<file path="src/design/fm_pkg.sv">
//~~~~~~~~~~~~~~~~~~~~~~~~~~~~~~~~~~~~~~~~~~~~~~~~~~~~~~~~~~~~~~~~~~~~~~~~~~
// shared widths, slot identity, write requests and parameter words for the
// FM register section; modules refer to these through fm_pkg:: names
//~~~~~~~~~~~~~~~~~~~~~~~~~~~~~~~~~~~~~~~~~~~~~~~~~~~~~~~~~~~~~~~~~~~~~~~~~~
`default_nettype none

package fm_pkg;

    typedef logic [10:0] fnum_t;
    typedef logic [2:0]  block_t;
    typedef logic [7:0]  reg_addr_t;
    // register byte, or block plus full frequency number
    typedef logic [13:0] wdata_t;

    // op is the position in slot order S1, S3, S2, S4
    typedef struct packed {
        logic [1:0] op;
        logic [2:0] ch;
    } slot_t;

    typedef enum logic [3:0] {
        fld_keyon,
        fld_dt1_mul,
        fld_tl,
        fld_ks_ar,
        fld_am_d1r,
        fld_d2r,
        fld_sl_rr,
        fld_fnum,
        fld_fb_alg,
        fld_lr_ams_pms
    } fm_field_e;

    typedef struct packed {
        fm_field_e field;
        slot_t     target;
        wdata_t    data;
        logic      commit;
    } wr_req_t;

    typedef struct packed {
        fnum_t      fnum;
        block_t     block;
        logic [2:0] fb;
        logic [2:0] alg;
        logic [1:0] rl;
        logic [1:0] ams;
        logic [2:0] pms;
    } ch_params_t;

    typedef struct packed {
        logic [2:0] dt1;
        logic [3:0] mul;
        logic [6:0] tl;
        logic [1:0] ks;
        logic [4:0] ar;
        logic       amen;
        logic [4:0] d1r;
        logic [4:0] d2r;
        logic [3:0] sl;
        logic [3:0] rr;
    } op_params_t;

    typedef enum logic [1:0] {
        st_idle,
        st_addr_held,
        st_pending
    } dec_state_e;

endpackage

`default_nettype wire

</file>
<file path="src/design/slot_sequencer.sv">
//~~~~~~~~~~~~~~~~~~~~~~~~~~~~~~~~~~~~~~~~~~~~~~~~~~~~~~~~~~~~~~~~~~~~~~~~~~
// slot counter, one operator of one channel per enabled clock, chip order
//~~~~~~~~~~~~~~~~~~~~~~~~~~~~~~~~~~~~~~~~~~~~~~~~~~~~~~~~~~~~~~~~~~~~~~~~~~
`timescale 1ns/1ps
`default_nettype none

module slot_sequencer #(
    parameter int NUM_CH = 6
) (
    input  wire logic          clk,
    input  wire logic          reset,
    input  wire logic          clk_en,
    output fm_pkg::slot_t      cur,
    output logic               zero
);

    fm_pkg::slot_t nxt;

    // channel moves first, op steps when the channel wraps
    always_comb begin
        nxt = cur;
        if (NUM_CH == 3) begin
            if (cur.ch == 3'd2) begin
                nxt.ch = 3'd0;
                nxt.op = cur.op + 2'd1;
            end else begin
                nxt.ch = cur.ch + 3'd1;
            end
        end else begin
            if (cur.ch == 3'd6) begin
                nxt.ch = 3'd0;
                nxt.op = cur.op + 2'd1;
            end else if (cur.ch[1:0] == 2'd2) begin
                // code 3 is not a channel
                nxt.ch = cur.ch + 3'd2;
            end else begin
                nxt.ch = cur.ch + 3'd1;
            end
        end
    end

    always_ff @(posedge clk) begin
        if (reset) begin
            cur <= '0;
        end else if (clk_en) begin
            cur <= nxt;
        end
    end

    assign zero = clk_en && (cur.op == 2'd0) && (cur.ch == 3'd0);

    // storage lines rely on the counter never landing on codes 3 or 7
    a_valid_ch: assert property (@(posedge clk) disable iff (reset)
        cur.ch[1:0] != 2'b11);

endmodule

`default_nettype wire

</file>
<file path="src/design/write_decoder.sv">
//~~~~~~~~~~~~~~~~~~~~~~~~~~~~~~~~~~~~~~~~~~~~~~~~~~~~~~~~~~~~~~~~~~~~~~~~~~
// host address/data writes in, one pending slot write out; the request
// commits in the first matching slot and busy covers the wait
//~~~~~~~~~~~~~~~~~~~~~~~~~~~~~~~~~~~~~~~~~~~~~~~~~~~~~~~~~~~~~~~~~~~~~~~~~~
`timescale 1ns/1ps
`default_nettype none

module write_decoder #(
    parameter int NUM_CH = 6
) (
    input  wire logic        clk,
    input  wire logic        reset,
    input  wire logic        clk_en,
    input  wire logic        wr,
    input  wire logic        a0,
    input  wire logic        part,
    input  wire logic [7:0]  din,
    input  fm_pkg::slot_t    cur,
    output fm_pkg::wr_req_t  req,
    output logic             busy
);

    fm_pkg::dec_state_e state;
    fm_pkg::reg_addr_t  addr_q;
    logic               part_q;
    // frequency latch, loaded by 0xA4..0xA6
    fm_pkg::block_t     latch_blk;
    logic [2:0]         latch_fhi;

    fm_pkg::fm_field_e  field_q, dec_field;
    fm_pkg::slot_t      target_q, dec_target;
    fm_pkg::wdata_t     data_q, dec_data;
    logic               dec_valid, dec_latch, match, commit;
    logic               addr_wr, data_wr;

    assign busy    = (state == fm_pkg::st_pending);
    assign addr_wr = wr && !a0 && !busy;
    assign data_wr = wr && a0 && (state == fm_pkg::st_addr_held);

    always_comb begin
        dec_valid  = 1'b0;
        dec_latch  = 1'b0;
        dec_field  = fm_pkg::fld_keyon;
        dec_target = '0;
        dec_data   = {6'd0, din};
        if (addr_q == 8'h28) begin
            dec_target.ch = din[2:0];
            dec_data      = {10'd0, din[7:4]};
            dec_valid     = (din[1:0] != 2'd3) && ((NUM_CH == 6) || !din[2]);
        end else if (addr_q[1:0] != 2'd3) begin
            dec_target.ch = {(NUM_CH == 6) ? part_q : 1'b0, addr_q[1:0]};
            dec_valid     = 1'b1;
            case (addr_q[7:4])
                4'h3: dec_field = fm_pkg::fld_dt1_mul;
                4'h4: dec_field = fm_pkg::fld_tl;
                4'h5: dec_field = fm_pkg::fld_ks_ar;
                4'h6: dec_field = fm_pkg::fld_am_d1r;
                4'h7: dec_field = fm_pkg::fld_d2r;
                4'h8: dec_field = fm_pkg::fld_sl_rr;
                4'ha: begin
                    dec_field = fm_pkg::fld_fnum;
                    dec_data  = {latch_blk, latch_fhi, din};
                    dec_latch = (addr_q[3:2] == 2'd1);
                    dec_valid = (addr_q[3:2] == 2'd0);
                end
                4'hb: begin
                    dec_field = (addr_q[3:2] == 2'd0) ? fm_pkg::fld_fb_alg
                                                      : fm_pkg::fld_lr_ams_pms;
                    dec_valid = !addr_q[3];
                end
                default: dec_valid = 1'b0;
            endcase
            // operator fields carry the op from address bits 3:2
            if (addr_q[7:4] < 4'ha) begin
                dec_target.op = addr_q[3:2];
            end
        end
    end

    // keyon and channel fields ignore op
    always_comb begin
        case (field_q)
            fm_pkg::fld_keyon, fm_pkg::fld_fnum,
            fm_pkg::fld_fb_alg, fm_pkg::fld_lr_ams_pms: match = (cur.ch == target_q.ch);
            default: match = (cur == target_q);
        endcase
    end

    assign commit = busy && clk_en && match;
    assign req    = '{field: field_q, target: target_q, data: data_q, commit: commit};

    always_ff @(posedge clk) begin
        if (reset) begin
            state     <= fm_pkg::st_idle;
            latch_blk <= '0;
            latch_fhi <= '0;
        end else begin
            case (state)
                fm_pkg::st_idle: if (addr_wr) state <= fm_pkg::st_addr_held;
                fm_pkg::st_addr_held: if (data_wr && dec_valid) state <= fm_pkg::st_pending;
                fm_pkg::st_pending: if (commit) state <= fm_pkg::st_addr_held;
                default: state <= fm_pkg::st_idle;
            endcase
            if (data_wr && dec_latch) begin
                latch_blk <= din[5:3];
                latch_fhi <= din[2:0];
            end
        end
    end

    always_ff @(posedge clk) begin
        if (addr_wr) begin
            addr_q <= din;
            part_q <= part;
        end
        if (data_wr && dec_valid) begin
            field_q  <= dec_field;
            target_q <= dec_target;
            data_q   <= dec_data;
        end
    end

    // commit ends the pending wait, busy is gone a cycle later
    a_commit_pending: assert property (@(posedge clk) disable iff (reset)
        req.commit |-> busy ##1 !busy);

endmodule

`default_nettype wire

</file>
<file path="src/design/slot_shift_reg.sv">
//~~~~~~~~~~~~~~~~~~~~~~~~~~~~~~~~~~~~~~~~~~~~~~~~~~~~~~~~~~~~~~~~~~~~~~~~~~
// circulating delay line for per-slot storage; feed head back to keep it
//~~~~~~~~~~~~~~~~~~~~~~~~~~~~~~~~~~~~~~~~~~~~~~~~~~~~~~~~~~~~~~~~~~~~~~~~~~
`timescale 1ns/1ps
`default_nettype none

module slot_shift_reg #(
    parameter int               WIDTH     = 8,
    parameter int               STAGES    = 6,
    parameter logic [WIDTH-1:0] RESET_VAL = '0
) (
    input  wire logic             clk,
    input  wire logic             reset,
    input  wire logic             clk_en,
    input  wire logic [WIDTH-1:0] din,
    output logic [WIDTH-1:0]      head
);

    logic [WIDTH-1:0] line [STAGES];

    // word at din comes out at head STAGES enabled cycles later
    always_ff @(posedge clk) begin
        if (reset) begin
            for (int i = 0; i < STAGES; i++) begin
                line[i] <= RESET_VAL;
            end
        end else if (clk_en) begin
            line[0] <= din;
            for (int i = 1; i < STAGES; i++) begin
                line[i] <= line[i-1];
            end
        end
    end

    assign head = line[STAGES-1];

endmodule

`default_nettype wire

</file>
<file path="src/design/channel_regs.sv">
//~~~~~~~~~~~~~~~~~~~~~~~~~~~~~~~~~~~~~~~~~~~~~~~~~~~~~~~~~~~~~~~~~~~~~~~~~~
// per-channel word: frequency, block, feedback, algorithm, panning, lfo
//~~~~~~~~~~~~~~~~~~~~~~~~~~~~~~~~~~~~~~~~~~~~~~~~~~~~~~~~~~~~~~~~~~~~~~~~~~
`timescale 1ns/1ps
`default_nettype none

module channel_regs #(
    parameter int NUM_CH = 6
) (
    input  wire logic           clk,
    input  wire logic           reset,
    input  wire logic           clk_en,
    input  fm_pkg::wr_req_t     req,
    output fm_pkg::ch_params_t  ch_out
);

    // both outputs enabled out of reset
    localparam fm_pkg::ch_params_t RESET_WORD = '{
        fnum:  11'd0,
        block: 3'd0,
        fb:    3'd0,
        alg:   3'd0,
        rl:    2'b11,
        ams:   2'd0,
        pms:   3'd0
    };

    fm_pkg::ch_params_t head, merged;

    always_comb begin
        merged = head;
        if (req.commit) begin
            case (req.field)
                fm_pkg::fld_fnum: begin
                    merged.block = req.data[13:11];
                    merged.fnum  = req.data[10:0];
                end
                fm_pkg::fld_fb_alg: begin
                    merged.fb  = req.data[5:3];
                    merged.alg = req.data[2:0];
                end
                fm_pkg::fld_lr_ams_pms: begin
                    merged.rl  = req.data[7:6];
                    merged.ams = req.data[5:4];
                    merged.pms = req.data[2:0];
                end
                default: ;
            endcase
        end
    end

    slot_shift_reg #(
        .WIDTH     ($bits(fm_pkg::ch_params_t)),
        .STAGES    (NUM_CH),
        .RESET_VAL (RESET_WORD)
    ) u_line (
        .clk    (clk),
        .reset  (reset),
        .clk_en (clk_en),
        .din    (merged),
        .head   (head)
    );

    // three-channel parts have no stereo, panning stays on
    always_comb begin
        ch_out = head;
        if (NUM_CH == 3) begin
            ch_out.rl = 2'b11;
        end
    end

endmodule

`default_nettype wire

</file>
<file path="src/design/operator_regs.sv">
//~~~~~~~~~~~~~~~~~~~~~~~~~~~~~~~~~~~~~~~~~~~~~~~~~~~~~~~~~~~~~~~~~~~~~~~~~~
// per-operator word: detune, multiple, total level, rates and levels
//~~~~~~~~~~~~~~~~~~~~~~~~~~~~~~~~~~~~~~~~~~~~~~~~~~~~~~~~~~~~~~~~~~~~~~~~~~
`timescale 1ns/1ps
`default_nettype none

module operator_regs #(
    parameter int NUM_CH = 6
) (
    input  wire logic           clk,
    input  wire logic           reset,
    input  wire logic           clk_en,
    input  fm_pkg::wr_req_t     req,
    output fm_pkg::op_params_t  op_out
);

    fm_pkg::op_params_t head, merged;
    logic [7:0]         d;

    assign d = req.data[7:0];

    // each register byte owns a fixed set of sub-fields
    always_comb begin
        merged = head;
        if (req.commit) begin
            case (req.field)
                fm_pkg::fld_dt1_mul: begin
                    merged.dt1 = d[6:4];
                    merged.mul = d[3:0];
                end
                fm_pkg::fld_tl: begin
                    merged.tl = d[6:0];
                end
                fm_pkg::fld_ks_ar: begin
                    merged.ks = d[7:6];
                    merged.ar = d[4:0];
                end
                fm_pkg::fld_am_d1r: begin
                    merged.amen = d[7];
                    merged.d1r  = d[4:0];
                end
                fm_pkg::fld_d2r: begin
                    merged.d2r = d[4:0];
                end
                fm_pkg::fld_sl_rr: begin
                    merged.sl = d[7:4];
                    merged.rr = d[3:0];
                end
                default: ;
            endcase
        end
    end

    // one word per slot, four operators per channel
    slot_shift_reg #(
        .WIDTH     ($bits(fm_pkg::op_params_t)),
        .STAGES    (4 * NUM_CH),
        .RESET_VAL ('0)
    ) u_line (
        .clk    (clk),
        .reset  (reset),
        .clk_en (clk_en),
        .din    (merged),
        .head   (head)
    );

    assign op_out = head;

endmodule

`default_nettype wire

</file>
<file path="src/design/keyon_ctrl.sv">
//~~~~~~~~~~~~~~~~~~~~~~~~~~~~~~~~~~~~~~~~~~~~~~~~~~~~~~~~~~~~~~~~~~~~~~~~~~
// key-on masks per channel, key-on level and rising edge per slot
//~~~~~~~~~~~~~~~~~~~~~~~~~~~~~~~~~~~~~~~~~~~~~~~~~~~~~~~~~~~~~~~~~~~~~~~~~~
`timescale 1ns/1ps
`default_nettype none

module keyon_ctrl #(
    parameter int NUM_CH = 6
) (
    input  wire logic        clk,
    input  wire logic        reset,
    input  wire logic        clk_en,
    input  fm_pkg::slot_t    cur,
    input  fm_pkg::wr_req_t  req,
    output logic             keyon,
    output logic             keyon_edge
);

    logic [3:0] mask_head, mask_in;
    logic       last_head;

    assign mask_in = (req.commit && (req.field == fm_pkg::fld_keyon)) ? req.data[3:0]
                                                                      : mask_head;

    slot_shift_reg #(.WIDTH(4), .STAGES(NUM_CH), .RESET_VAL(4'd0)) u_mask (
        .clk    (clk),
        .reset  (reset),
        .clk_en (clk_en),
        .din    (mask_in),
        .head   (mask_head)
    );

    assign keyon = mask_head[cur.op];

    // level seen on this slot's previous visit
    slot_shift_reg #(.WIDTH(1), .STAGES(4 * NUM_CH), .RESET_VAL(1'b0)) u_last (
        .clk    (clk),
        .reset  (reset),
        .clk_en (clk_en),
        .din    (keyon),
        .head   (last_head)
    );

    assign keyon_edge = keyon && !last_head;

    // a key-on request carries only the four-bit operator mask
    a_mask_only: assert property (@(posedge clk) disable iff (reset)
        (req.commit && (req.field == fm_pkg::fld_keyon)) |-> (req.data[13:4] == '0));

endmodule

`default_nettype wire

</file>
<file path="src/design/fm_regs_top.sv">
//~~~~~~~~~~~~~~~~~~~~~~~~~~~~~~~~~~~~~~~~~~~~~~~~~~~~~~~~~~~~~~~~~~~~~~~~~~
// FM register section top; NUM_CH selects the six or three channel part
//~~~~~~~~~~~~~~~~~~~~~~~~~~~~~~~~~~~~~~~~~~~~~~~~~~~~~~~~~~~~~~~~~~~~~~~~~~
`timescale 1ns/1ps
`default_nettype none

module fm_regs_top #(
    parameter int NUM_CH = 6
) (
    input  wire logic           clk,
    input  wire logic           reset,
    input  wire logic           clk_en,
    input  wire logic           wr,
    input  wire logic           a0,
    input  wire logic           part,
    input  wire logic [7:0]     din,
    output logic                busy,
    output fm_pkg::slot_t       slot,
    output logic                zero,
    output fm_pkg::ch_params_t  ch_out,
    output fm_pkg::op_params_t  op_out,
    output logic                keyon,
    output logic                keyon_edge
);

    fm_pkg::slot_t   cur;
    fm_pkg::wr_req_t req;

    slot_sequencer #(.NUM_CH(NUM_CH)) u_seq (
        .clk    (clk),
        .reset  (reset),
        .clk_en (clk_en),
        .cur    (cur),
        .zero   (zero)
    );

    // only the decoder knows which slot a write targets
    write_decoder #(.NUM_CH(NUM_CH)) u_dec (
        .clk    (clk),
        .reset  (reset),
        .clk_en (clk_en),
        .wr     (wr),
        .a0     (a0),
        .part   (part),
        .din    (din),
        .cur    (cur),
        .req    (req),
        .busy   (busy)
    );

    channel_regs #(.NUM_CH(NUM_CH)) u_ch (
        .clk    (clk),
        .reset  (reset),
        .clk_en (clk_en),
        .req    (req),
        .ch_out (ch_out)
    );

    operator_regs #(.NUM_CH(NUM_CH)) u_op (
        .clk    (clk),
        .reset  (reset),
        .clk_en (clk_en),
        .req    (req),
        .op_out (op_out)
    );

    keyon_ctrl #(.NUM_CH(NUM_CH)) u_kon (
        .clk        (clk),
        .reset      (reset),
        .clk_en     (clk_en),
        .cur        (cur),
        .req        (req),
        .keyon      (keyon),
        .keyon_edge (keyon_edge)
    );

    assign slot = cur;

endmodule

`default_nettype wire

</file>
<file path="config.mk">
export PLATFORM = sky130hd
export DESIGN_NAME = fm_regs_top
export DESIGN_NICKNAME = d
export VERILOG_FILES = /design/src/design/fm_pkg.sv /design/src/design/slot_sequencer.sv /design/src/design/write_decoder.sv /design/src/design/slot_shift_reg.sv /design/src/design/channel_regs.sv /design/src/design/operator_regs.sv /design/src/design/keyon_ctrl.sv /design/src/design/fm_regs_top.sv
export SDC_FILE = /design/constraint.sdc
export NUM_CORES = 1
export LEC_CHECK = 0
export BUFFER_PORTS_ARGS = -buffer_cell sky130_fd_sc_hd__buf_2
export CAP_MARGIN = 20
export CORE_ASPECT_RATIO = 1.2
export CORE_MARGIN = 1.5
export CORE_UTILIZATION = 60
export CTS_BUF_LIST = sky130_fd_sc_hd__clkbuf_4 sky130_fd_sc_hd__clkbuf_8
export CTS_CLUSTER_DIAMETER = 150
export DETAILED_ROUTE_END_ITERATION = 12
export PLACE_DENSITY = 0.76
export SKIP_CTS_REPAIR_TIMING = 1
export SLEW_MARGIN = 20
export SYNTH_ARGS = -nofsm -noshare
export SYNTH_HDL_FRONTEND = slang
export SYNTH_SLANG_ARGS = --single-unit
</file>
<file path="constraint.sdc">
create_clock -name clk -period 23.3 [get_ports clk]
set_input_delay 1.165 -clock clk [delete_from_list [all_inputs] [get_ports clk]]
set_output_delay 1.165 -clock clk [all_outputs]
set_load 0.02 [all_outputs]
</file>
==> out/results.tsv <==
metric	value	unit
gp_congestion	0.789	
fp.dieW	256	um
cp_slowest_stage_delay	0.96	ns
yosysUniqueCellTypes	52	
wl_per_cell	17.8	um
grt_overflow_total	0	
fp.dieH	306	um
crit_chain	clkbuf_8, or2_4, buf_4, buf_4, buf_4, buf_4	
firstDrtPassIters	5	
pwr_density_cell	86.4	nW/um2
endpoint_kind	flop	
drive_gt1_frac	0.136	
root_buffer	clkbuf_8	
r2r_setup_slack	20.60	ns
area_growth	9.76	%
routed_via_density	5.27	
drc	0	
drv_slew	0	
cts_tree	done	
clkTransAtPathRegs	0.06	ns
synth_edf_count	1202	
path_depth	6	
skew	0.0228	ns
critPathBufInv	5	
synth_area_leaders	edfxtp_1 78%, and2_1 12%, nor2b_1 3.4%, clkbuf_1 1.1%, buf_4 0.70%	
setup_slack	18.01	ns
track_usage	0.190	
rows	111	
h-tree-depth	4	
cts_sinks	1215	
netlist_instances	2816	
clk_latency	0.79	ns
critPathTopFamily	buffers and inverters	
required	23.71	ns
antenna_found_initial	2	
final_hold_viol_count	0	
async_flop_share	0	
core_area	76100	um2
dieArea	78300	um2
ir_drop	0.0000619	V
grt_pass1_vias	21279	
path_common_cell	buf_4	
instances_no_fill	4077	
fmax	189	MHz
grt_max_degree	256	
syn_area_per_cell	16.3	um2
worstMarginPinSlew	1.09	ns
dp_cells	3754	
grt_first_pass_wirelength	117000	um
worstSetupStartpoint	reset	
min_period_over_period	0.227	
syn_area	46000	um2
critical_path_arrival	5.70	ns
slew_headroom	0.272	
rsz0062_at_grt	false	
yosysTopAreaCellShare	0.785	
finalSetupTns	0	ns
yosysTopAreaCell	edfxtp_1	
cpMaxStageDelayCell	buf_4	
ys_ff_latch	1215	
drt_iter0_markers	2043	
vias	21480	
antenna_left	0	
worstPathMaxFanout	89	
critPathKind	in -> reg	
start_util	0.604	
floorplan.io_pins	90	
status	finished, final reports clean	
p_leak	19.4	nW
ys_warn_count	0	
r2r-start	u_seq.cur[1]$_SDFFE_PP0P_	
synth_ff_type	edfxtp_1	
cts_buffer_depth	3	
reg2reg_depth	4	
report.final.setup_viol	0	
cap_violations	0	
yosysSeqAreaShare	0.790	
nFillCells	4989	
crit_end	u_op.u_line.line[0][607]$_SDFFCE_PN0P_	
hpwl	39200	um
synth_fp_nets	2831	
numCtsBuffers	181	
routed_wl	72400	um
setup.worst_path.start_class	primary input	
place_ws	16.59	ns
min_period	5.29	ns
nNetsFinal	2937	
r2r_end	u_op.u_line.line[0][20]$_SDFFCE_PN0P_	
io_buffers	89	
min_path_type	reg -> reg	
==> flip-flops by register name (all words and copies together) (netlist names) <==
name	cells
u_op.u_line.line	960
u_ch.u_line.line	162
u_kon.u_last.line	24
u_kon.u_mask.line	24
u_dec.data_q	14
u_dec.addr_q	8
u_dec.req	5
u_seq.cur	5
u_dec.field_q	4
u_dec.latch_blk	3
u_dec.latch_fhi	3
u_dec.state	2
u_dec.part_q	1
==> routing by layer <==
layer	wire (um)	share of wire	GRT usage
met1	33000	0.46	0.285
met2	34100	0.47	0.279
met4	1540	0.021	0.0640
met3	3760	0.052	0.0417
met5	0	0	0
==> metrics by stage <==
step	hold slack (ns)	power, mW	area (um2)	util
global route	0.505	4.52	50500	0.663
floorplan	0.455	2.78	46000	-
detailed placement	0.491	2.78	47000	0.618
CTS	0.496	4.40	50400	0.662
global placement	0.478	2.78	47000	0.618
finish	0.503	4.36	50500	0.663
==> cells in the final DEF, fill, tap and decap left out, types with 14 or more instances in the layout <==
cell type / synthesis / layout
edfxtp_1: 1202 / 1202
buf_2: 10 / 88
and2_1: 853 / 853
clkinv_1: 0 / 49
buf_4: 43 / 16
nand2_1: 58 / 58
nand3_1: 57 / 57
nor2b_1: 252 / 251
o21ai_0: 48 / 48
mux2i_1: 21 / 21
clkbuf_4: 0 / 63
nor2_1: 30 / 29
clkbuf_8: 0 / 187
o21ai_2: 14 / 14
==> Yosys cell counts (2+ instances only) <==
cell	count
edfxtp_1	1202
and2_1	853
nor2b_1	252
clkbuf_1	134
nand2_1	58
nand3_1	57
o21ai_0	48
buf_4	43
nor2_1	30
mux2i_1	21
o21ai_2	14
dfxtp_1	13
nand2b_1	13
buf_2	10
inv_1	6
nand3_2	6
xnor2_1	6
a21oi_1	4
and4_1	4
nand4b_1	3
nor3b_1	3
and3_1	2
and3b_1	2
buf_6	2
nand4_1	2
nor3_1	2
==> kinds of logic (layout without fill, tap and decap cells) <==
group,Yosys count,count (layout),share of synthesized area
AND/OR/NAND/NOR,1299,1299,0.173
multiplexers,22,22,0.00506
other,0,1,0
AO/OA/AOI/OAI,76,76,0.0101
flip-flops,1215,1215,0.790
XOR/XNOR,7,7,0.00133
buffers and inverters,196,439,0.0201
adder cells (fa/ha/maj),1,1,0.000272
==> final cells by class <==
type | instances | area (um2) | share of cell area
sequential | 1215 | 36400 | 0.720
clock buffer | 249 | 3030 | 0.0601
antenna | 1 | 2.50 | 0.0000496
clock inverter | 71 | 353 | 0.00699
inverter | 6 | 22.5 | 0.000446
timing repair buffer | 113 | 714 | 0.0142
tap | 1017 | 1270 | 0.0252
multi-input combinational | 1405 | 8740 | 0.173
==> where the power goes <==
group	total (mW)	leakage, nW	switching [mW]	internal [mW]
sequential	2.59	13.3	0.0421	2.55
combinational	0.150	4.28	0.103	0.0471
clock	1.62	1.79	0.772	0.851
total	4.36	19.4	0.917	3.44
==> how the worst min path moves through the flow <==
stage                                                 startpoint                                     end  slack [ns]  depth (start not counted)
after floorplan                  u_dec.latch_blk[0]$_SDFFE_PP0P_         u_dec.latch_blk[0]$_SDFFE_PP0P_        0.45                          2
after global placement           u_dec.latch_fhi[2]$_SDFFE_PP0P_         u_dec.latch_fhi[2]$_SDFFE_PP0P_        0.48                          2
after detailed placement    u_ch.u_line.line[2][6]$_SDFFCE_PN1P_    u_ch.u_line.line[3][6]$_SDFFCE_PN1P_        0.49                          1
after CTS                                                   part                  u_dec.part_q$_DFFE_PP_        0.50                          1
after global routing                                        part                  u_dec.part_q$_DFFE_PP_        0.50                          1
final                     u_op.u_line.line[0][367]$_SDFFCE_PN0P_  u_op.u_line.line[0][407]$_SDFFCE_PN0P_        0.50                          1
Note: power is estimated with default switching activity, not from simulation.
